==> src/soc_bus_pkg.sv <==
// SoC bus package
// Address map, Wishbone widths and the vector types shared by the interconnect

`default_nettype none

package soc_bus_pkg;

  localparam int unsigned AddrWidth = 32;
  localparam int unsigned DataWidth = 64;
  localparam int unsigned SelWidth  = DataWidth / 8;

  typedef logic [AddrWidth-1:0] addr_t;
  typedef logic [DataWidth-1:0] data_t;
  typedef logic [SelWidth-1:0]  sel_t;

  // Memory map
  localparam addr_t DramBase   = 32'h8000_0000;
  localparam addr_t DramLength = 32'h4000_0000;
  localparam addr_t UartBase   = 32'hC000_0000;
  localparam addr_t UartLength = 32'h0000_1000;
  localparam addr_t CtrlBase   = 32'hD000_0000;
  localparam addr_t CtrlLength = 32'h0000_1000;

  // L2 geometry
  localparam int unsigned L2NumWords   = 1024;
  localparam int unsigned L2IdxWidth   = $clog2(L2NumWords);
  localparam int unsigned ByteOffWidth = $clog2(SelWidth);

  localparam int unsigned ApbAddrWidth = 32;
  localparam int unsigned ApbDataWidth = 32;

  typedef logic [ApbDataWidth-1:0] apb_data_t;

  typedef enum logic [1:0] {
    SlaveL2,
    SlaveUart,
    SlaveCtrl,
    SlaveNone
  } slave_e;

  // Byte-lane merge of a write into an existing word
  function automatic data_t merge_bytes(data_t old_word, data_t new_word, sel_t sel);
    data_t merged;
    merged = old_word;
    for (int b = 0; b < SelWidth; b++) begin
      if (sel[b]) begin
        merged[b*8 +: 8] = new_word[b*8 +: 8];
      end
    end
    return merged;
  endfunction

endpackage

`default_nettype wire

==> src/soc_regs_pkg.sv <==
// Control register package
// Register offsets inside the control window and the register type

`default_nettype none

package soc_regs_pkg;

  localparam int unsigned CtrlOffsetWidth = $clog2(soc_bus_pkg::CtrlLength);

  typedef logic [CtrlOffsetWidth-1:0] ctrl_offset_t;
  typedef logic [63:0]                reg64_t;

  localparam ctrl_offset_t CtrlExitOffset     = 'h00;
  localparam ctrl_offset_t CtrlCntEnOffset    = 'h08;
  localparam ctrl_offset_t CtrlDramBaseOffset = 'h10;
  localparam ctrl_offset_t CtrlDramEndOffset  = 'h18;

endpackage

`default_nettype wire

==> src/soc_wb_if.sv <==
// Wishbone classic bus
// One crossbar-to-slave link with master and slave views

`timescale 1ns/1ps
`default_nettype none

interface soc_wb_if;

  logic               cyc;
  logic               stb;
  logic               we;
  soc_bus_pkg::addr_t adr;
  soc_bus_pkg::data_t dat_w;
  soc_bus_pkg::sel_t  sel;
  soc_bus_pkg::data_t dat_r;
  logic               ack;
  logic               err;

  modport master (
    output cyc, stb, we, adr, dat_w, sel,
    input  dat_r, ack, err
  );

  modport slave (
    input  cyc, stb, we, adr, dat_w, sel,
    output dat_r, ack, err
  );

endinterface

`default_nettype wire

==> src/ctrl_regs.sv <==
// Control registers
// Exit code and counter enable registers, read-only DRAM window bounds

`timescale 1ns/1ps
`default_nettype none

module ctrl_regs (
  input  logic                 clk_i,
  input  logic                 rst_n_i,
  soc_wb_if.slave              bus,
  output soc_regs_pkg::reg64_t exit_o,
  output soc_regs_pkg::reg64_t hw_cnt_en_o
);

  soc_regs_pkg::ctrl_offset_t offset;
  soc_regs_pkg::reg64_t       exit_q;
  soc_regs_pkg::reg64_t       cnt_en_q;
  soc_regs_pkg::reg64_t       rdata_d;
  soc_regs_pkg::reg64_t       rdata_q;
  logic                       access;
  logic                       bad;
  logic                       ack_q;
  logic                       err_q;

  assign offset = bus.adr[soc_regs_pkg::CtrlOffsetWidth-1:0];
  assign access = bus.cyc & bus.stb & ~ack_q & ~err_q;

  always_comb begin
    rdata_d = '0;
    bad     = 1'b0;
    case (offset)
      soc_regs_pkg::CtrlExitOffset: begin
        rdata_d = exit_q;
      end
      soc_regs_pkg::CtrlCntEnOffset: begin
        rdata_d = cnt_en_q;
      end
      soc_regs_pkg::CtrlDramBaseOffset: begin
        rdata_d = soc_regs_pkg::reg64_t'(soc_bus_pkg::DramBase);
        bad     = bus.we;
      end
      soc_regs_pkg::CtrlDramEndOffset: begin
        rdata_d = soc_regs_pkg::reg64_t'(soc_bus_pkg::DramBase + soc_bus_pkg::DramLength);
        bad     = bus.we;
      end
      default: begin
        bad = 1'b1;
      end
    endcase
  end

  always_ff @(posedge clk_i or negedge rst_n_i) begin
    if (!rst_n_i) begin
      exit_q   <= '0;
      cnt_en_q <= '0;
      ack_q    <= 1'b0;
      err_q    <= 1'b0;
    end else begin
      ack_q <= access & ~bad;
      err_q <= access & bad;
      if (access && bus.we && offset == soc_regs_pkg::CtrlExitOffset) begin
        exit_q <= soc_bus_pkg::merge_bytes(exit_q, bus.dat_w, bus.sel);
      end
      if (access && bus.we && offset == soc_regs_pkg::CtrlCntEnOffset) begin
        cnt_en_q <= soc_bus_pkg::merge_bytes(cnt_en_q, bus.dat_w, bus.sel);
      end
    end
  end

  always_ff @(posedge clk_i) begin
    if (access) begin
      rdata_q <= rdata_d;
    end
  end

  assign bus.dat_r   = rdata_q;
  assign bus.ack     = ack_q;
  assign bus.err     = err_q;
  assign exit_o      = exit_q;
  assign hw_cnt_en_o = cnt_en_q;

endmodule

`default_nettype wire

==> src/flat_wrapper.sv <==
// flat-port wrapper written by rule: the top's interface ports become plain ports
module ctrl_regs_flat 
  (clk_i, rst_n_i, exit_o, hw_cnt_en_o, bus_cyc, bus_stb, bus_we, bus_adr, bus_dat_w, bus_sel, bus_dat_r, bus_ack, bus_err);
  soc_wb_if bus_i ();
  input  logic clk_i;
  input  logic rst_n_i;
  output soc_regs_pkg::reg64_t exit_o;
  output soc_regs_pkg::reg64_t hw_cnt_en_o;
  input wire logic [$bits(bus_i.cyc)-1:0] bus_cyc;
  input wire logic [$bits(bus_i.stb)-1:0] bus_stb;
  input wire logic [$bits(bus_i.we)-1:0] bus_we;
  input wire logic [$bits(bus_i.adr)-1:0] bus_adr;
  input wire logic [$bits(bus_i.dat_w)-1:0] bus_dat_w;
  input wire logic [$bits(bus_i.sel)-1:0] bus_sel;
  output wire logic [$bits(bus_i.dat_r)-1:0] bus_dat_r;
  output wire logic [$bits(bus_i.ack)-1:0] bus_ack;
  output wire logic [$bits(bus_i.err)-1:0] bus_err;
  assign bus_i.cyc = bus_cyc;
  assign bus_i.stb = bus_stb;
  assign bus_i.we = bus_we;
  assign bus_i.adr = bus_adr;
  assign bus_i.dat_w = bus_dat_w;
  assign bus_i.sel = bus_sel;
  assign bus_dat_r = bus_i.dat_r;
  assign bus_ack = bus_i.ack;
  assign bus_err = bus_i.err;
  ctrl_regs u_core (.clk_i(clk_i), .rst_n_i(rst_n_i), .bus(bus_i), .exit_o(exit_o), .hw_cnt_en_o(hw_cnt_en_o));
endmodule
==> config.mk <==
export PLATFORM = sky130hd
export DESIGN_NAME = ctrl_regs_flat
export DESIGN_NICKNAME = d
export VERILOG_FILES = /design/src/soc_bus_pkg.sv /design/src/soc_regs_pkg.sv /design/src/soc_wb_if.sv /design/src/ctrl_regs.sv /design/src/flat_wrapper.sv
export SDC_FILE = /design/constraint.sdc
export NUM_CORES = 1
export LEC_CHECK = 0
export BUFFER_PORTS_ARGS = -buffer_cell sky130_fd_sc_hd__clkbuf_2
export CORE_MARGIN = 5
export CORE_UTILIZATION = 45
export DETAILED_ROUTE_END_ITERATION = 10
export PLACE_DENSITY_LB_ADDON = 0.05
export SLEW_MARGIN = 25
export SYNTH_ARGS = -nofsm -noshare
export SYNTH_HDL_FRONTEND = slang
export SYNTH_SLANG_ARGS = --single-unit
==> constraint.sdc <==
create_clock -name clk_i -period 4.6 [get_ports clk_i]
set_input_delay 0.69 -clock clk_i [delete_from_list [all_inputs] [get_ports clk_i]]
set_output_delay 0.69 -clock clk_i [all_outputs]
set_load 0.01 [all_outputs]
* Word-level counts from Yosys, hierarchy flattened *
Index checks and enable logic that the tools add are counted.

storage, ports and cells
  register bits after elaboration = 194
  input bits = 109
  output and inout port bits = 194

cells by class
  equality and inequality tests = 3
  mux-type cells = 2
  bitwise operators = 8
  reductions and logical operators = 22

operators with widths
  kind                   number
  $pmux W64 S4           1
  $reduce_and A2 Y1      16
  $eq A12 B5 Y1 const B  2
  $eq A12 B4 Y1 const B  1
  $logic_not A12 Y1      1
  $and A1 B1 Y1          5
  $reduce_or A2 Y1       2
  $logic_and A1 B1 Y1    3
  $not A1 Y1             3
  $pmux W1 S2            1

* Logic depth before layout (Yosys ltp) *
Gate-level depths: netlist (run 1).

  depth in word-level cells = 6
  gate-level depth with buffers = 6

* Worst setup path before layout (run 1) *
Ideal clock, no wire load.

  kind = input-to-reg
  start point = in bus_cyc
  end point = reg u_core.cnt_en_q[10], in the netlist u_core.hw_cnt_en_o[10]
  setup time = 0.125 ns
  data arrival time = 2.772 ns
  required time = 4.475 ns
  path slack = 1.703 ns
  stages on the path = 5
  path buffers = 1
  cells stage by stage = and4bb_2 buf_2 nand3_1 nor2_2 mux2_2

on the way
  word-level cells in the longest chain between the ends = 6

ends and longest elaborated chain
  item                               line               source
  start, declared                    flat_wrapper.sv:9  input wire logic [$bits(bus_i.cyc)-1:0] bus_cyc;
  $and A1 B1 Y1 (3 in series)        ctrl_regs.sv:26    assign access = bus.cyc & bus.stb & ~ack_q & ~err_q;
  via u_core.access                  ctrl_regs.sv:20    logic access;
  $logic_and A1 B1 Y1 (2 in series)  ctrl_regs.sv:64    if (access && bus.we && offset == soc_regs_pkg::CtrlCntEnOffset) begin
  $reduce_and A2 Y1 (no line)        -
  end signal, assigned               ctrl_regs.sv:65    cnt_en_q <= soc_bus_pkg::merge_bytes(cnt_en_q, bus.dat_w, bus.sel);
  end, declared                      ctrl_regs.sv:17    soc_regs_pkg::reg64_t cnt_en_q;

The timed path passes the listed nets, and every way through them passes these cells.
A chain may end at the register's enable or synchronous reset.

* Worst setup path after layout (run 1) *
  start point = reg u_core.err_q, in the netlist u_core.bus.err
  end point = reg u_core.cnt_en_q[24], in the netlist u_core.hw_cnt_en_o[24]

on the way
  word-level cells in the longest chain between the ends = 5

ends and longest elaborated chain
  item                               line             source
  start, declared                    ctrl_regs.sv:23  logic err_q;
  start signal, assigned             ctrl_regs.sv:60  err_q <= access & bad;
  $not A1 Y1                         ctrl_regs.sv:26
  $and A1 B1 Y1                      ctrl_regs.sv:26
  $logic_and A1 B1 Y1 (2 in series)  ctrl_regs.sv:64
  $reduce_and A2 Y1 (no line)        -

No other way between the ends.

==> results of run 1 <==
-- layout by cell type, fill, tap and decap left out --
cell type	synthesis	routed
nor4_4	1	1
a31oi_1	1	1
edfxtp_1	64	64
buf_12	0	1
bufinv_16	0	1
clkinvlp_4	0	2
nand4b_1	1	1
nor3_4	0	1
nor2_1	3	3
buf_4	0	8
nor2_4	9	9
and2_1	1	1
clkbuf_2	0	281
nand3_1	9	9
and4_2	0	1
inv_6	0	3
clkinv_2	0	3
o21ai_0	1	1
a211oi_1	1	1
nor2_2	7	7
mux2_2	123	123
and4bb_4	0	1
clkinv_4	0	2
clkbuf_16	0	17
mux2_1	5	5
a22o_1	62	62
nor4_1	2	2
nand2_1	1	1
nand4_2	1	1
clkbuf_1	9	3
nor3_1	2	2
dfrtp_1	130	130
clkbuf_8	0	1
a21oi_1	1	1
nor2b_1	3	3
-- through the flow --
stage | std cells | util [%]
4_1_cts | 973 | 59.3
3_5_place_dp | 941 | 56.0
3_3_place_gp | 941 | 56.0
6_report | 973 | 59.3
5_1_grt | 973 | 59.3
2_1_floorplan | 449 | -
-- flip-flops by register name, summed over array words and instances, names as in the netlist --
register            flops
u_core.exit_o          64
u_core.bus.dat_r       64
u_core.bus.ack          1
u_core.hw_cnt_en_o     64
u_core.bus.err          1
-- cell families after synthesis --
logic type	count (synthesis)	share of synthesized area, %
buffers and inverters	18	1.04
AOI/OAI and AO/OA	66	7.47
DFF	194	68.2
muxes	128	19.0
and+or+nand+nor	43	4.30
-- worst max path at each step --
| stage | slack [ps] | startpoint | to |
|---|---|---|---|
| 2_1_floorplan | 1700 | bus_cyc | u_core.hw_cnt_en_o[10] |
| 6_report | 2090 | u_core.bus.err | u_core.hw_cnt_en_o[24] |
| 5_1_grt | 1950 | u_core.bus.err | u_core.hw_cnt_en_o[9] |
| 3_5_place_dp | 1640 | bus_adr[10] | u_core.hw_cnt_en_o[27] |
| 4_1_cts | 2020 | u_core.bus.err | u_core.hw_cnt_en_o[25] |
| 3_3_place_gp | 1710 | bus_adr[10] | u_core.hw_cnt_en_o[29] |
-- per-layer routing --
layer	up-vias	global-route usage [%]	share of wire (%)
li1	2293	-	-
met1	2566	23.9	39
met2	182	34.6	51
met3	27	7.03	7.6
met4	0	7.65	2.1
met5	-	0	0
-- cell type report --
cell class	count	area, sq um	share of cell area [%]
tap	220	275	2.80
multi-input combinational	237	2350	23.8
clock buffer	21	450	4.58
timing repair buffer	290	1490	15.1
clock inverter	11	104	1.06
sequential	194	5170	52.6
-- power groups by stage --
stage	clock (uW)	sequential, uW	combinational (uW)
after detailed placement	0	1840	130
after global routing	1500	1810	141
after floorplan	0	1850	20.3
after CTS	1430	1810	130
after global placement	0	1840	127
final	1390	1810	127
-- critical path, stage by stage (launching register included) --
cell and delay (ps):
dfrtp_1 390, and4bb_4 810, nand3_1 270, nor2_2 500
mux2_2 400
==> impl_metrics.tcl, run 1 <==
set metrics [dict create \
    status "complete, no violations" \
    hpwl_mm 14.5 \
    drc_errors 0 \
    drv_slew 0 \
    p_leak_uw 0.00493 \
    synthDistinctLibCells 26 \
    syn2layout_area_growth_pct 29.6 \
    cp-end-kind "register" \
    drtIter0Drc 232 \
    finalInstanceArea_sq_um 9840 \
    synth_cells 449 \
    seqPwrFrac_pct 54.3 \
    synth-edff-count 64 \
    post_dp_cell_area_sq_um 9280 \
    synth.avg_cell_area_sq_um 16.9 \
    drtPass1Iterations 4 \
    synth_most_common_cell "dfrtp_1" \
    p_int_uw 2610 \
    yosys.area.top_type "dfrtp_1" \
    worst_pin_slew_ps 778 \
    diodes 0 \
    p_per_area_nw_per_um2 338 \
    maxSlewHeadroom_pct 48.1 \
    wirelength_mm 20.1 \
    finalSetupViolations 0 \
    start_util_pct 45.8 \
    yosys_warnings 0 \
    cts.clk_slew.worst_paths_ps 70 \
    clk_path_buf_depth 2 \
    finalHoldViolations 0 \
    drv_cap 0 \
    vias 5068 \
    critPathLaunchType "register" \
    rsz0062_at_grt "false" \
    cts_max_level 4 \
    clk_latency_ps 420 \
    finalNetCount 849 \
    chipWidth_microns 140 \
    viasPerCell 5.21 \
    worst_slack_ps 2090 \
    fmax_mhz 399 \
    num-fill-cells 1408 \
    finalCritPeriodShare_pct 54.5 \
    power.share.clock_pct 41.9 \
    critical_path_class "register to register" \
    r2r_cells 4 \
    clock-root-buffer "clkbuf_16" \
    netlist_area_sq_um 7590 \
    timing.hold.ws_ps 335 \
    layout-drive-gt1-share_pct 61.5 \
    finalPower_uw 3330 \
    io_pins 303 \
    cts_setup_buffers 0 \
    timing.setup.tns_ps 0 \
    r2r_end "u_core.hw_cnt_en_o[24]" \
    swShare_pct 21.5 \
    p_comb_share_pct 3.8 \
    grt_max_degree 73 \
    wire_per_inst_microns 20.7 \
    dieArea_sq_um 19600 \
    numCtsBuffers 17 \
    grt_pass1_wl_mm 30.7 \
    yosysTopAreaCellShare_pct 42.9 \
    regToRegStartpoint "u_core.bus.err" \
    antenna_found_initial 0 \
    syn-num-nets 558 \
    grt_pass1_vias 5410 \
    critical_path_peak_fanout 43 \
    ir_drop_v 0.000237 \
    r2r_setup_slack_ps 2090 \
    rows 47 \
    grt_usage_pct 20.4 \
    dieHeight_microns 140 \
    clock-sinks 194 \
    hold_class "input pin to asynchronous set/reset pin" \
    placeableCoreArea_sq_um 16600 \
    port_buffers 282 \
    worstPathArrival_ps 2810 \
    async_reset_ff_share_pct 67.0 \
    synth-seq-cells 194 \
    grt_overflow 0 \
    synth_area_leaders "dfrtp_1, edfxtp_1, mux2_2" \
    cts_hold_buf 0 \
    switchingPower_uw 716 \
    finalCriticalPeriod_ps 2510 \
    place_ws_ps 1640 \
    required_ps 4900 \
    tritoncts "done" \
    gp_routability_congestion 0.752 \
    ys.flop_type "dfrtp_1" \
    seq_area_frac_synth_pct 68.2 \
    cts_resized 0 \
    ys_top_cells_by_count "dfrtp_1, mux2_2, edfxtp_1, a22o_1" \
    finClkSkew_ps 9.24 \
    antenna_left 0 \
]
Power figures use the tool's default switching activity.
==> run 2: changes to the inputs <==
--- a/config.mk
+++ b/config.mk
@@ -5,6 +5,7 @@
 export SDC_FILE = /design/constraint.sdc
 export NUM_CORES = 1
 export LEC_CHECK = 0
+export ABC_AREA = 1
 export BUFFER_PORTS_ARGS = -buffer_cell sky130_fd_sc_hd__clkbuf_2
 export CORE_MARGIN = 5
 export CORE_UTILIZATION = 45
==> constraint.sdc (replaced) <==
create_clock -name clk_i -period 2.3 [get_ports clk_i]
set_input_delay 0.345 -clock clk_i [delete_from_list [all_inputs] [get_ports clk_i]]
set_output_delay 0.345 -clock clk_i [all_outputs]
set_load 0.01 [all_outputs]
==> impl_metrics.tcl, run 2 <==
set metrics [dict create \
    clk_latency_ps 420 \
    timing.critical_path.cells "nor2_2 > nand2_2 > nor2_4 > buf_4 > nand4_1 > nand2_1 > nand2_1" \
    post_dp_cell_area_sq_um 10100 \
    r2r_end "u_core.exit_o[45]" \
    grt_overflow 0 \
    status "complete, no violations" \
    hpwl_mm 16.8 \
    finalInstanceArea_sq_um 10700 \
    switchingPower_uw 1550 \
    grt_max_degree 82 \
    vias 7106 \
    place_ws_ps 310 \
    rsz0062_at_grt "false" \
    synth-seq-cells 194 \
    min_from "bus_dat_w[48]" \
    p_per_area_nw_per_um2 643 \
    layout_commonest_cell "nand2_1" \
    drtIter0Drc 351 \
    worst_pin_slew_ps 525 \
    ys_top_cells_by_count "nand2_1, dfrtp_1, nand4_1, edfxtp_1, nand3_1" \
    async_reset_ff_share_pct 67.0 \
    clock-root-buffer "clkbuf_16" \
    whs_path_depth 3 \
    antenna_left 0 \
    start_util_pct 45.6 \
    syn2layout_area_growth_pct 25.1 \
    antenna_found_initial 2 \
    yosys.area.top_type "dfrtp_1" \
    r2r_cells 7 \
    finalCritPeriodShare_pct 76.7 \
    hold_class "input pin to register" \
    cp-end-kind "register" \
    synth_cells 882 \
    netlist_area_sq_um 8530 \
    synthDistinctLibCells 24 \
    drv_slew 0 \
    chipWidth_microns 148 \
    critical_path_peak_fanout 14 \
    drc_errors 0 \
    cts_setup_buffers 0 \
    wirelength_mm 24.1 \
    worst_slack_ps 536 \
    port_buffers 282 \
    finalNetCount 1265 \
    yosysTopAreaCellShare_pct 38.1 \
    cts_max_level 4 \
    regToRegStartpoint "u_core.bus.ack" \
    grt_pass1_wl_mm 38.7 \
    io_pins 303 \
    grt_pass1_vias 7051 \
    synth_most_common_cell "nand2_1" \
    stdcell_count 1403 \
    placeableCoreArea_sq_um 18700 \
    p_leak_uw 0.00595 \
    cpMaxStageDelayCell "dfrtp_1" \
    synth-edff-count 64 \
    required_ps 2600 \
    p_int_uw 5320 \
    drv_cap 0 \
    clk_path_buf_depth 2 \
    critical_path_class "register to register" \
    grt_usage_pct 22.4 \
    yosys_warnings 0 \
    synth.avg_cell_area_sq_um 9.67 \
    dieHeight_microns 148 \
    diodes 0 \
    finalPower_uw 6870 \
    maxSlewHeadroom_pct 65.0 \
    viasPerCell 5.06 \
    dp.cells 1370 \
    layout-drive-gt1-share_pct 31.7 \
    fmax_mhz 567 \
    timing.setup.tns_ps 0 \
    numCtsBuffers 17 \
    seq_area_frac_synth_pct 60.6 \
    ys.flop_type "dfrtp_1" \
    worstPathArrival_ps 2070 \
    critPathLaunchType "register" \
    num-fill-cells 1734 \
    drtPass1Iterations 5 \
    tritoncts "done" \
    syn-num-nets 991 \
    slowest_delay_ps 390 \
    layout_common_cells "nand2_1, clkbuf_2, dfrtp_1" \
    dieArea_sq_um 21800 \
    finalHoldViolations 0 \
    synth_area_leaders "dfrtp_1, edfxtp_1, nand2_1" \
    power.share.clock_pct 42.3 \
    ir_drop_v 0.000478 \
    p_comb_share_pct 5.1 \
    rows 50 \
    cts.clk_slew.worst_paths_ps 70 \
    seqPwrFrac_pct 52.6 \
    wire_per_inst_microns 17.2 \
    swShare_pct 22.5 \
    clock-sinks 194 \
    finalSetupViolations 0 \
    finalCriticalPeriod_ps 1760 \
    r2r_setup_slack_ps 540 \
    gp_routability_congestion 0.776 \
    holdPathEnd "u_core.exit_o[48]" \
    finClkSkew_ps 10.9 \
    crit_top_cell "nand2_1" \
]
==> run 2: cell types whose count changed after synthesis, sizes merged, moves of 33 or more <==
cell	previous run	this run
nand2	1	458
nand4	1	82
buf	9	42
mux2	128	0
nand3	9	68
a22o	62	0
==> run 2: cell type report <==
| class | instances | area (sq um) | area share, % |
|---|---|---|---|
| clock buffer | 20 | 437 | 4.09 |
| clock inverter | 12 | 131 | 1.23 |
| inverter | 13 | 52.6 | 0.492 |
| multi-input combinational | 625 | 2910 | 27.3 |
| sequential | 194 | 5170 | 48.5 |
| tap | 234 | 293 | 2.74 |
| timing repair buffer | 305 | 1680 | 15.7 |
==> run 2: how the worst max path moves through the flow <==
| stage | startpoint | to | slack, ps | cells past startpoint |
|---|---|---|---|---|
| detailed placement | bus_adr[7] | u_core.exit_o[14] | 310 | 8 |
| finish | u_core.bus.ack | u_core.exit_o[45] | 540 | 7 |
| global placement | bus_adr[7] | u_core.exit_o[9] | 330 | 8 |
| floorplan | u_core.bus.ack | u_core.bus.dat_r[0] | 410 | 3 |
| global route | u_core.bus.ack | u_core.exit_o[41] | 380 | 7 |
| CTS | u_core.bus.ack | u_core.exit_o[47] | 510 | 7 |
==> run 2: power by group through the flow <==
stage | combinational [uW] | sequential, uW | clock (uW)
after floorplan | 114 | 3700 | 0
after global placement | 354 | 3680 | 0
after detailed placement | 355 | 3680 | 0
after CTS | 358 | 3610 | 2980
after global routing | 386 | 3610 | 3140
final | 351 | 3610 | 2910
==> run 2: what timing repair did <==
action,in CTS,in global routing
resized for setup,0,0
hold endpoints to repair,24,0
endpoints found under the setup margin,0,0
hold buffers,1,0
==> run 2: logic make-up after synthesis <==
family                 Yosys count  share of synthesized area [%]
DFF                            194                           60.6
AOI/OAI and AO/OA                1                         0.0586
buffers and inverters           63                           5.22
and+or+nand+nor                624                           34.1
==> run 2: per-layer routing <==
metal	vias up	GRT usage (%)	part of all wire, %
met4	4	5.96	1.5
met5	-	0	0.12
li1	3479	-	-
met3	25	6.81	8.5
met1	3347	30.1	42
met2	251	35.5	48
==> run 2: per-stage QoR <==
step / util, % / hold WS, ps
final: 57.1 / 155
after global routing: 57.1 / 139
after CTS: 57.1 / 138
after detailed placement: 54.0 / 292
after global placement: 54.0 / 292
after floorplan: - / 49.4
==> run 2: critical path, delay by kind of cell (launching register included) <==
family        cells  cell delay, ps
flops             1             390
simple gates      6            1000
buf+inv           1             270
