==> src/soc_bus_pkg.sv <==
// SoC bus package
// Address map, Wishbone widths and the vector types shared by the interconnect

`default_nettype none

package soc_bus_pkg;

  localparam int unsigned AddrWidth = 32;
  localparam int unsigned DataWidth = 64;
  localparam int unsigned SelWidth  = DataWidth / 8;

  typedef logic [AddrWidth-1:0] addr_t;
  typedef logic [DataWidth-1:0] data_t;
  typedef logic [SelWidth-1:0]  sel_t;

  // Memory map
  localparam addr_t DramBase   = 32'h8000_0000;
  localparam addr_t DramLength = 32'h4000_0000;
  localparam addr_t UartBase   = 32'hC000_0000;
  localparam addr_t UartLength = 32'h0000_1000;
  localparam addr_t CtrlBase   = 32'hD000_0000;
  localparam addr_t CtrlLength = 32'h0000_1000;

  // L2 geometry
  localparam int unsigned L2NumWords   = 1024;
  localparam int unsigned L2IdxWidth   = $clog2(L2NumWords);
  localparam int unsigned ByteOffWidth = $clog2(SelWidth);

  localparam int unsigned ApbAddrWidth = 32;
  localparam int unsigned ApbDataWidth = 32;

  typedef logic [ApbDataWidth-1:0] apb_data_t;

  typedef enum logic [1:0] {
    SlaveL2,
    SlaveUart,
    SlaveCtrl,
    SlaveNone
  } slave_e;

  // Byte-lane merge of a write into an existing word
  function automatic data_t merge_bytes(data_t old_word, data_t new_word, sel_t sel);
    data_t merged;
    merged = old_word;
    for (int b = 0; b < SelWidth; b++) begin
      if (sel[b]) begin
        merged[b*8 +: 8] = new_word[b*8 +: 8];
      end
    end
    return merged;
  endfunction

endpackage

`default_nettype wire

==> src/soc_wb_if.sv <==
// Wishbone classic bus
// One crossbar-to-slave link with master and slave views

`timescale 1ns/1ps
`default_nettype none

interface soc_wb_if;

  logic               cyc;
  logic               stb;
  logic               we;
  soc_bus_pkg::addr_t adr;
  soc_bus_pkg::data_t dat_w;
  soc_bus_pkg::sel_t  sel;
  soc_bus_pkg::data_t dat_r;
  logic               ack;
  logic               err;

  modport master (
    output cyc, stb, we, adr, dat_w, sel,
    input  dat_r, ack, err
  );

  modport slave (
    input  cyc, stb, we, adr, dat_w, sel,
    output dat_r, ack, err
  );

endinterface

`default_nettype wire

==> src/uart_apb_bridge.sv <==
// UART bridge
// Turns one Wishbone request into one APB transfer, setup then access,
// and answers with the zero-extended read data or an error

`timescale 1ns/1ps
`default_nettype none

module uart_apb_bridge (
  input  logic                   clk_i,
  input  logic                   rst_n_i,
  soc_wb_if.slave                bus,
  output logic                   uart_psel_o,
  output logic                   uart_penable_o,
  output logic                   uart_pwrite_o,
  output soc_bus_pkg::addr_t     uart_paddr_o,
  output soc_bus_pkg::apb_data_t uart_pwdata_o,
  input  soc_bus_pkg::apb_data_t uart_prdata_i,
  input  logic                   uart_pready_i,
  input  logic                   uart_pslverr_i
);

  typedef enum logic [1:0] {
    StIdle,
    StSetup,
    StAccess,
    StRespond
  } state_e;

  state_e                 state_q;
  state_e                 state_d;
  soc_bus_pkg::apb_data_t prdata_q;
  logic                   slverr_q;

  always_comb begin
    state_d = state_q;
    case (state_q)
      StIdle: begin
        if (bus.cyc && bus.stb) begin
          state_d = StSetup;
        end
      end
      StSetup: begin
        state_d = StAccess;
      end
      StAccess: begin
        if (uart_pready_i) begin
          state_d = StRespond;
        end
      end
      default: begin
        state_d = StIdle;
      end
    endcase
  end

  always_ff @(posedge clk_i or negedge rst_n_i) begin
    if (!rst_n_i) begin
      state_q  <= StIdle;
      slverr_q <= 1'b0;
    end else begin
      state_q <= state_d;
      if (state_q == StAccess && uart_pready_i) begin
        slverr_q <= uart_pslverr_i;
      end
    end
  end

  always_ff @(posedge clk_i) begin
    if (state_q == StAccess && uart_pready_i) begin
      prdata_q <= uart_prdata_i;
    end
  end

  // Request fields are held by the master for the whole transfer
  assign uart_psel_o    = (state_q == StSetup) | (state_q == StAccess);
  assign uart_penable_o = (state_q == StAccess);
  assign uart_pwrite_o  = bus.we;
  assign uart_paddr_o   = bus.adr[soc_bus_pkg::ApbAddrWidth-1:0];
  assign uart_pwdata_o  = bus.dat_w[soc_bus_pkg::ApbDataWidth-1:0];

  assign bus.dat_r = soc_bus_pkg::data_t'(prdata_q);
  assign bus.ack   = (state_q == StRespond) & ~slverr_q;
  assign bus.err   = (state_q == StRespond) & slverr_q;

  // Address, direction and write data stay put from setup through access
  a_penable_psel: assert property (@(posedge clk_i) disable iff (!rst_n_i)
    uart_penable_o |-> uart_psel_o && $stable(uart_paddr_o) &&
                       $stable(uart_pwrite_o) && $stable(uart_pwdata_o));

endmodule

`default_nettype wire
==> src/flat_wrapper.sv <==
// flat-port wrapper written by rule: the top's interface ports become plain ports
module uart_apb_bridge_flat 
  (clk_i, rst_n_i, uart_psel_o, uart_penable_o, uart_pwrite_o, uart_paddr_o, uart_pwdata_o, uart_prdata_i, uart_pready_i, uart_pslverr_i, bus_cyc, bus_stb, bus_we, bus_adr, bus_dat_w, bus_sel, bus_dat_r, bus_ack, bus_err);
  soc_wb_if bus_i ();
  input  logic clk_i;
  input  logic rst_n_i;
  output logic uart_psel_o;
  output logic uart_penable_o;
  output logic uart_pwrite_o;
  output soc_bus_pkg::addr_t uart_paddr_o;
  output soc_bus_pkg::apb_data_t uart_pwdata_o;
  input  soc_bus_pkg::apb_data_t uart_prdata_i;
  input  logic uart_pready_i;
  input  logic uart_pslverr_i;
  input wire logic [$bits(bus_i.cyc)-1:0] bus_cyc;
  input wire logic [$bits(bus_i.stb)-1:0] bus_stb;
  input wire logic [$bits(bus_i.we)-1:0] bus_we;
  input wire logic [$bits(bus_i.adr)-1:0] bus_adr;
  input wire logic [$bits(bus_i.dat_w)-1:0] bus_dat_w;
  input wire logic [$bits(bus_i.sel)-1:0] bus_sel;
  output wire logic [$bits(bus_i.dat_r)-1:0] bus_dat_r;
  output wire logic [$bits(bus_i.ack)-1:0] bus_ack;
  output wire logic [$bits(bus_i.err)-1:0] bus_err;
  assign bus_i.cyc = bus_cyc;
  assign bus_i.stb = bus_stb;
  assign bus_i.we = bus_we;
  assign bus_i.adr = bus_adr;
  assign bus_i.dat_w = bus_dat_w;
  assign bus_i.sel = bus_sel;
  assign bus_dat_r = bus_i.dat_r;
  assign bus_ack = bus_i.ack;
  assign bus_err = bus_i.err;
  uart_apb_bridge u_core (.clk_i(clk_i), .rst_n_i(rst_n_i), .bus(bus_i), .uart_psel_o(uart_psel_o), .uart_penable_o(uart_penable_o), .uart_pwrite_o(uart_pwrite_o), .uart_paddr_o(uart_paddr_o), .uart_pwdata_o(uart_pwdata_o), .uart_prdata_i(uart_prdata_i), .uart_pready_i(uart_pready_i), .uart_pslverr_i(uart_pslverr_i));
endmodule
==> config.mk <==
export PLATFORM = sky130hd
export DESIGN_NAME = uart_apb_bridge_flat
export DESIGN_NICKNAME = d
export VERILOG_FILES = /design/src/soc_bus_pkg.sv /design/src/soc_wb_if.sv /design/src/uart_apb_bridge.sv /design/src/flat_wrapper.sv
export SDC_FILE = /design/constraint.sdc
export NUM_CORES = 1
export LEC_CHECK = 0
export BUFFER_PORTS_ARGS = -buffer_cell sky130_fd_sc_hd__buf_2
export CORE_AREA = 3 3 107 109
export CTS_CLUSTER_DIAMETER = 30
export DETAILED_ROUTE_END_ITERATION = 8
export DIE_AREA = 0 0 110 112
export GPL_ROUTABILITY_DRIVEN = 0
export PLACE_DENSITY = 0.64
export SYNTH_ARGS = -nofsm -noshare
export SYNTH_HDL_FRONTEND = slang
export SYNTH_SLANG_ARGS = --single-unit
==> constraint.sdc <==
create_clock -name clk_i -period 4.3 [get_ports clk_i]
set_input_delay 0.645 -clock clk_i [delete_from_list [all_inputs] [get_ports clk_i]]
set_output_delay 0.645 -clock clk_i [all_outputs]
set_load 0.02 [all_outputs]
== Word-level counts from Yosys, hierarchy flattened ==
Index checks and enable logic that the tools add are counted.
Word-level totals
  register bits: 35
  output and inout port bits: 133
  word-level logic and storage cells: 19
Cells by class
  equality and inequality tests: 5
  multiplexer cells: 3
  bitwise logic cells: 4
  reductions and logical operators: 4
Operator list (number)
  $pmux 2 s3: 1
  $eq 2x2->1 const B: 2
  $mux 2: 2
  $ne 2x1->1 const B: 2
  $and 1x1->1: 2
  $eq 2x1->1 const B: 1
  $logic_and 1x1->1: 2
  $logic_not 2->1: 1
  $reduce_and 2->1: 1
  $not 1->1: 1
  $or 1x1->1: 1

== Depth between registers and ports, before layout ==
Gate-level depths: netlist of run 1.
  depth in word-level cells: 3
  gate-level depth with buffers: 5
  gate-level depth less buffers: 5

== Least setup slack after synthesis of run 1 ==
OpenSTA, ideal clock, no wires.
  path kind: reg-to-reg
  from: register u_core.state_q[0]
  to: register u_core.slverr_q
  data arrival time: 1.833 ns
  data required time: 4.174 ns
  setup slack: 2.341 ns
  cell stages (with the launch flop): 5
  buffers on the path: 0
  period minus slack after synthesis: 1.959 ns
  cell sequence: dfrtp_1 > inv_1 > ha_1 > and2_1 > mux2_4
On the way
  word-level cells in the longest chain between the ends: 2
Ends and longest elaborated chain
  start, declared: RTL line uart_apb_bridge.sv:29  | state_e state_q;
  start signal, assigned: RTL line uart_apb_bridge.sv:58  | state_q <= StIdle;
  start signal, assigned: RTL line uart_apb_bridge.sv:61  | state_q <= state_d;
  $eq 2x2->1: RTL line uart_apb_bridge.sv:62  | if (state_q == StAccess && uart_pready_i) begin
  $logic_and 1x1->1: RTL line uart_apb_bridge.sv:62
  end signal, assigned: RTL line uart_apb_bridge.sv:63  | slverr_q <= uart_pslverr_i;
  end, declared: RTL line uart_apb_bridge.sv:32  | logic slverr_q;
No other way between the ends.
A chain may end at the register's enable or synchronous reset.

== Worst setup path in the final report of run 1 ==
  from: register u_core.state_q[1]
  to: output uart_psel_o
On the way
  word-level cells in the longest chain between the ends: 2
Ends and longest elaborated chain
  $eq 2x1->1 or $eq 2x2->1 (tied branches): RTL line uart_apb_bridge.sv:75  | assign uart_psel_o = (state_q == StSetup) | (state_q == StAccess);
  $or 1x1->1 *: RTL line uart_apb_bridge.sv:75
  end, declared: RTL line flat_wrapper.sv:7  | output logic uart_psel_o;
Every way passes the cells marked *; elsewhere a longest branch is shown, timed or not.

==> impl_metrics.env, run 1 <==
export IMPL_outcome="finished clean"
export IMPL_numCtsBuffers=5
export IMPL_max_stage_delay_ns=0.45
export IMPL_row_count=38
export IMPL_cts_setup_buffers=0
export IMPL_ys_warn_count=0
export IMPL_vias=946
export IMPL_die_y_um=112
export IMPL_final_nets=313
export IMPL_n_antenna_cell=0
export IMPL_yosys_cell_types_count=13
export IMPL_cp_end_kind="output pin"
export IMPL_max_freq_mhz=528
export IMPL_crit_fanout=6
export IMPL_cts_hold_buf=0
export IMPL_setup_viol=0
export IMPL_wirelength_um=3930
export IMPL_powerDensity_nw_per_um2=559
export IMPL_fin_cells=306
export IMPL_critPathLaunchType="flip-flop"
export IMPL_share_comb_of_total_power_pct=30.3
export IMPL_drc=0
export IMPL_cts_resized=0
export IMPL_grt_pass1_vias=837
export IMPL_final_core_util_pct=18.4
export IMPL_synth_area_per_cell_um2=12.8
export IMPL_finClkSkew_ns=0.00238
export IMPL_cp_arrival_ns=1.25
export IMPL_cts_tree="built"
export IMPL_hold_viol=0
export IMPL_fin_area_um2=1970
export IMPL_final_period_utilization_pct=44.1
export IMPL_p_seq_share_pct=43.8
export IMPL_initialDrtViolationCount=11
export IMPL_synth_seq_cells=35
export IMPL_cpLargestDelayFamily="flip-flops"
export IMPL_p_leak_nw=0.877
export IMPL_min_period_ns=1.89
export IMPL_p_total_mw=1.10
export IMPL_portBuffers=73
export IMPL_hold_ws_ns=0.148
export IMPL_rsz0062_at_grt="false"
export IMPL_path_buf_inv=2
export IMPL_fin_tns_setup_ns=0
export IMPL_die_w_um=110
export IMPL_grt_overflow_total=0
export IMPL_clkTransAtPathRegs_ns=0.07
export IMPL_cpMaxStageDelayCell="dfrtp_1"
export IMPL_routedWlPerCell_um=12.8
export IMPL_cp_cell_sequence="inv_1 -> ha_1 -> buf_2"
export IMPL_drive_above_1_share_pct=51.2
export IMPL_path_class="reg -> out"
export IMPL_drtAntennaViolNets=0
export IMPL_placedInstanceArea_um2=1860
export IMPL_grt_max_degree=34
export IMPL_clockBufferDepth=2
export IMPL_maxSlewViolCount=0
export IMPL_place_inst=298
export IMPL_track_usage_pct=5.44
export IMPL_avgViaCountPerCell=3.09
export IMPL_clk_latency_ns=0.27
export IMPL_area_growth_syn_to_layout_pct=2.54
export IMPL_syn_inst=150
export IMPL_clkSinkCount=35
export IMPL_grt_antenna_before_repair=0
export IMPL_synth_seq_area_share_pct=53.9
export IMPL_grt_pass1_wl_um=4880
export IMPL_hp_class="in -> async"
export IMPL_required_ns=3.65
export IMPL_initial_core_util_pct=18.0
export IMPL_setup_ws_ns=2.41
export IMPL_root_buffer="clkbuf_8"
export IMPL_synth_area_um2=1920
export IMPL_clockPowerShare_pct=25.8
export IMPL_peakVddDrop_uv=206
export IMPL_h_tree_depth=2
export IMPL_die_area_um2=12300
export IMPL_dp_hpwl_um=3300
export IMPL_io_pins=276
export IMPL_core_area_um2=10700
export IMPL_switchingPower_mw=0.356
export IMPL_max_cap_viol_count=0
export IMPL_pre_cts_slack_ns=2.59
export IMPL_p_int_mw=0.747
export IMPL_switching_share_pct=32.3
export IMPL_dr_pass1_iters=3
## cells by family after synthesis
logic type | synth area share [%]
buffers and inverters | 38.3
adders and majority gates | 3.25
other | 0.195
muxes | 2.08
and+or+nand+nor | 1.50
AOI/OAI and AO/OA | 0.846
DFF | 53.9
## cell usage after synthesis (all sizes together)
| master | number | share of area (%) |
|---|---|---|
| and2 | 2 | 0.65 |
| nor2b | 2 | 0.65 |
| ha | 5 | 3.3 |
| conb | 1 | 0.19 |
| buf | 97 | 38 |
| dfrtp | 3 | 3.9 |
| inv | 2 | 0.39 |
| nand2 | 1 | 0.19 |
| edfxtp | 32 | 50 |
| a21oi | 1 | 0.46 |
| mux2i | 1 | 0.52 |
| mux2 | 2 | 1.6 |
| o21bai | 1 | 0.39 |
## power groups by stage
| stage | Clock [mW] | Sequential, mW | Combinational, mW |
|---|---|---|---|
| CTS | 0.300 | 0.484 | 0.340 |
| global route | 0.314 | 0.491 | 0.360 |
| floorplan | 0 | 0.556 | 0.277 |
| finish | 0.285 | 0.483 | 0.335 |
| detailed placement | 0 | 0.492 | 0.340 |
| global placement | 0 | 0.490 | 0.333 |
## metal layers
metal	up-vias	track usage (%)	routed length, um	share of wire, %
met2	128	9.51	1870	48
met3	31	4.06	918	23
met5	-	0	0	0
met1	400	3.48	891	23
li1	387	-	-	-
met4	0	4.66	246	6.3
## final cells by class
class / instances / area, um2
Fill cell: 1157 / 8730
Clock buffer: 5 / 68.8
Timing Repair Buffer: 74 / 373
Multi-Input combinational cell: 47 / 268
Sequential cell: 35 / 1040
Tap cell: 140 / 175
Inverter: 2 / 7.51
Clock inverter: 3 / 43.8
## layout by cell type, fill, tap and decap left out, drive strengths merged
master / count
inv: 2
o21bai: 1
buf: 74
clkbuf: 5
mux2: 2
mux2i: 1
nor2b: 2
bufinv: 1
conb: 32
ha: 5
and2: 2
a21oi: 1
dfrtp: 3
nand2: 1
edfxtp: 32
clkinv: 2
## worst register-to-register path, cell delays in order, from the launching register on
cell and delay, ns:
dfrtp_1 0.41, inv_1 0.12, ha_1 0.18, and2_1 0.12, buf_4 0.37, mux2_4 0.34
## sequential cells by signal, summed over array words and instances (netlist names)
signal	flops
u_core.slverr_q	1
u_core.state_q	2
u_core.prdata_q	32
## worst paths after layout
check | slack, ns | to | from | cells past startpoint
worst max-delay path | 2.41 | uart_psel_o | u_core.state_q[1] | 3
worst min-delay path | 0.15 | u_core.slverr_q | rst_n_i | 1
worst max register to register | 2.65 | u_core.slverr_q | u_core.state_q[0] | 5
worst min register to register | 0.54 | u_core.slverr_q | u_core.slverr_q | 1
max in group asynchronous | 4.05 | u_core.state_q[1] | rst_n_i | 1
min in group clk_i | 0.54 | u_core.slverr_q | u_core.slverr_q | 1
Power figures use the tool's default switching activity.
==> run 2, diff against run 1 <==
--- a/config.mk
+++ b/config.mk
@@ -5,13 +5,14 @@
 export SDC_FILE = /design/constraint.sdc
 export NUM_CORES = 1
 export LEC_CHECK = 0
+export ABC_AREA = 1
 export BUFFER_PORTS_ARGS = -buffer_cell sky130_fd_sc_hd__buf_2
-export CORE_AREA = 3 3 107 109
+export CORE_AREA = 3 3 105 107
 export CTS_CLUSTER_DIAMETER = 30
 export DETAILED_ROUTE_END_ITERATION = 8
-export DIE_AREA = 0 0 110 112
+export DIE_AREA = 0 0 108 110
 export GPL_ROUTABILITY_DRIVEN = 0
-export PLACE_DENSITY = 0.64
+export PLACE_DENSITY = 0.67
 export SYNTH_ARGS = -nofsm -noshare
 export SYNTH_HDL_FRONTEND = slang
 export SYNTH_SLANG_ARGS = --single-unit
==> constraint.sdc (replaced) <==
create_clock -name clk_i -period 1.6 [get_ports clk_i]
set_input_delay 0.24 -clock clk_i [delete_from_list [all_inputs] [get_ports clk_i]]
set_output_delay 0.24 -clock clk_i [all_outputs]
set_load 0.02 [all_outputs]
==> run 2 against run 1 <==
Final area rose by 0.51%. Power increased by 150%. Final cell count increased by 3.3%. Non-clock buffer count up 2. Core utilization is 0.94 points higher. Clock power up 110%. Wire length is 14% higher. Die area down 3.6%. Worst hold slack lost 0.011 ns. Clock skew is 0.00050 ns higher. Global-route usage increased by 0.82 points. Largest power group unchanged. Highest routed layer unchanged.
==> impl_metrics.env, run 2 <==
export IMPL_wirelength_um=4460
export IMPL_peakVddDrop_uv=541
export IMPL_final_period_utilization_pct=94.4
export IMPL_synth_seq_cells=35
export IMPL_core_area_um2=10200
export IMPL_numCtsBuffers=5
export IMPL_synth_flop_cell="edfxtp_1"
export IMPL_powerDensity_nw_per_um2=1380
export IMPL_cts_hold_buf=1
export IMPL_n_fill_cell=1110
export IMPL_drc=0
export IMPL_yosysMostFrequentCell="buf_4"
export IMPL_final_cell_mix="buf_2, conb_1, edfxtp_1"
export IMPL_crit_fanout=4
export IMPL_root_buffer="clkbuf_8"
export IMPL_regMostFlops="u_core.prdata_q"
export IMPL_die_w_um=108
export IMPL_final_common_cell="buf_2"
export IMPL_cpMaxStageDelayCell="dfrtp_1"
export IMPL_row_count=37
export IMPL_dr_pass1_iters=4
export IMPL_h_tree_depth=2
export IMPL_cpLargestDelayFamily="flip-flops"
export IMPL_hp_class="in -> reg"
export IMPL_grt_pass1_wl_um=5360
export IMPL_path_buf_inv=2
export IMPL_largestRegisters="u_core.prdata_q: 32 flops, u_core.state_q: 2 flops, u_core.slverr_q: 1 flops"
export IMPL_cp_cell_sequence="inv_1 -> ha_1 -> buf_2"
export IMPL_routedWlPerCell_um=14.1
export IMPL_synth_area_um2=1930
export IMPL_fin_tns_setup_ns=0
export IMPL_synth_edf_count=32
export IMPL_die_y_um=110
export IMPL_synth_area_per_cell_um2=11.9
export IMPL_cts_tree="built"
export IMPL_max_stage_delay_ns=0.40
export IMPL_synth_area_leader_cell="edfxtp_1"
export IMPL_cp_arrival_ns=1.27
export IMPL_drtAntennaViolNets=0
export IMPL_rsz0062_at_grt="false"
export IMPL_outcome="finished clean"
export IMPL_grt_antenna_before_repair=0
export IMPL_hold_viol=0
export IMPL_largest_reg_flops=32
export IMPL_path_class="reg -> out"
export IMPL_p_leak_nw=0.893
export IMPL_syn_inst=162
export IMPL_io_pins=276
export IMPL_grt_overflow_total=0
export IMPL_clkTransAtPathRegs_ns=0.07
export IMPL_yosys_cell_types_count=10
export IMPL_max_freq_mhz=662
export IMPL_portBuffers=73
export IMPL_critPathLaunchType="flip-flop"
export IMPL_synth_area_leaders="edfxtp_1, buf_4, dfrtp_1, ha_1, nand2_1"
export IMPL_grt_max_degree=23
export IMPL_grt_pass1_vias=861
export IMPL_cts_setup_buffers=0
export IMPL_drive_above_1_share_pct=47.8
export IMPL_die_area_um2=11900
export IMPL_vias=998
export IMPL_hold_ws_ns=0.137
export IMPL_cts_resized=0
export IMPL_area_growth_syn_to_layout_pct=2.66
export IMPL_finClkSkew_ns=0.00289
export IMPL_track_usage_pct=6.26
export IMPL_maxSlewViolCount=0
export IMPL_synthArstFlopShare_pct=8.57
export IMPL_synth_common_cells="buf_4, edfxtp_1, nand2_1"
export IMPL_initial_core_util_pct=18.9
export IMPL_n_antenna_cell=0
export IMPL_min_period_ns=1.51
export IMPL_p_total_mw=2.74
export IMPL_clkSinkCount=35
export IMPL_dp_hpwl_um=3860
export IMPL_final_nets=327
export IMPL_final_core_util_pct=19.4
export IMPL_netlist_area_leader_share_pct=49.8
export IMPL_clockBufferDepth=2
export IMPL_cp_end_kind="output pin"
export IMPL_ys_warn_count=0
export IMPL_max_cap_viol_count=0
export IMPL_clk_latency_ns=0.27
export IMPL_synth_seq_area_share_pct=53.7
export IMPL_avgViaCountPerCell=3.16
export IMPL_initialDrtViolationCount=28
export IMPL_required_ns=1.36
export IMPL_setup_viol=0
==> run 2: cell count changes after synthesis, sizes merged <==
cell,change
nand2,+12
inv,+4
nor2,+3
and2,-2
mux2,-2
nand3,+2
nor2b,-2
a21oi,-1
mux2i,-1
o21bai,-1
==> run 2: metal layers <==
metal	vias to the layer above	GRT usage, %	wire [um]
met2	140	10.5	2070
met3	26	5.77	1120
li1	422	-	-
met5	-	0	0
met4	0	4.87	255
met1	410	4.15	1010
==> run 2: final timing paths <==
path,start,to,slack (ns),cells past startpoint
hold / removal,uart_prdata_i[28],u_core.prdata_q[28],0.14,1
setup / recovery,u_core.state_q[0],uart_psel_o,0.09,3
setup reg to reg,u_core.state_q[0],u_core.prdata_q[17],0.15,5
max in group asynchronous,rst_n_i,u_core.state_q[1],1.19,2
min in group asynchronous,rst_n_i,u_core.state_q[0],0.30,2
hold reg to reg,u_core.slverr_q,u_core.slverr_q,0.52,2
==> run 2: logic make-up after synthesis <==
family        count (synthesis)  share of synthesized area (%)
other cells                   1                          0.194
simple gates                 18                           4.02
flops                        35                           53.7
fa+ha+maj                     5                           3.24
buf+inv                     103                           38.9
==> run 2: worst register-to-register path, stage by stage (launching register included) <==
cell and delay [ns]:
dfrtp_1 0.40, inv_1 0.10, ha_1 0.23, nand2_2 0.10, clkinvlp_4 0.18, buf_12 0.21
==> run 2: stage by stage <==
| step | instances | area, um2 | worst slack, ns |
|---|---|---|---|
| final | 316 | 1980 | 0.0893 |
| after global routing | 316 | 1980 | 0.00184 |
| after CTS | 316 | 1980 | 0.0757 |
| after detailed placement | 307 | 1890 | 0.140 |
| after global placement | 307 | 1890 | 0.163 |
| after floorplan | 193 | 2050 | 0.0286 |
==> run 2: report_power, final <==
part	internal, mW	leakage (nW)	switching (mW)
combinational	0.281	0.523	0.598
sequential	1.20	0.331	0.0707
clock	0.295	0.0392	0.292
==> run 2: layout make-up <==
| cell class | instances | area, um2 | area share, % |
|---|---|---|---|
| inverters | 6 | 26.3 | 1.33 |
| clock inverters | 3 | 15.0 | 0.758 |
| clock buffers | 5 | 68.8 | 3.47 |
| well taps | 136 | 170 | 8.59 |
| flip-flops and latches | 35 | 1040 | 52.3 |
| repair buffers | 76 | 403 | 20.3 |
| multi-input cells | 55 | 263 | 13.3 |
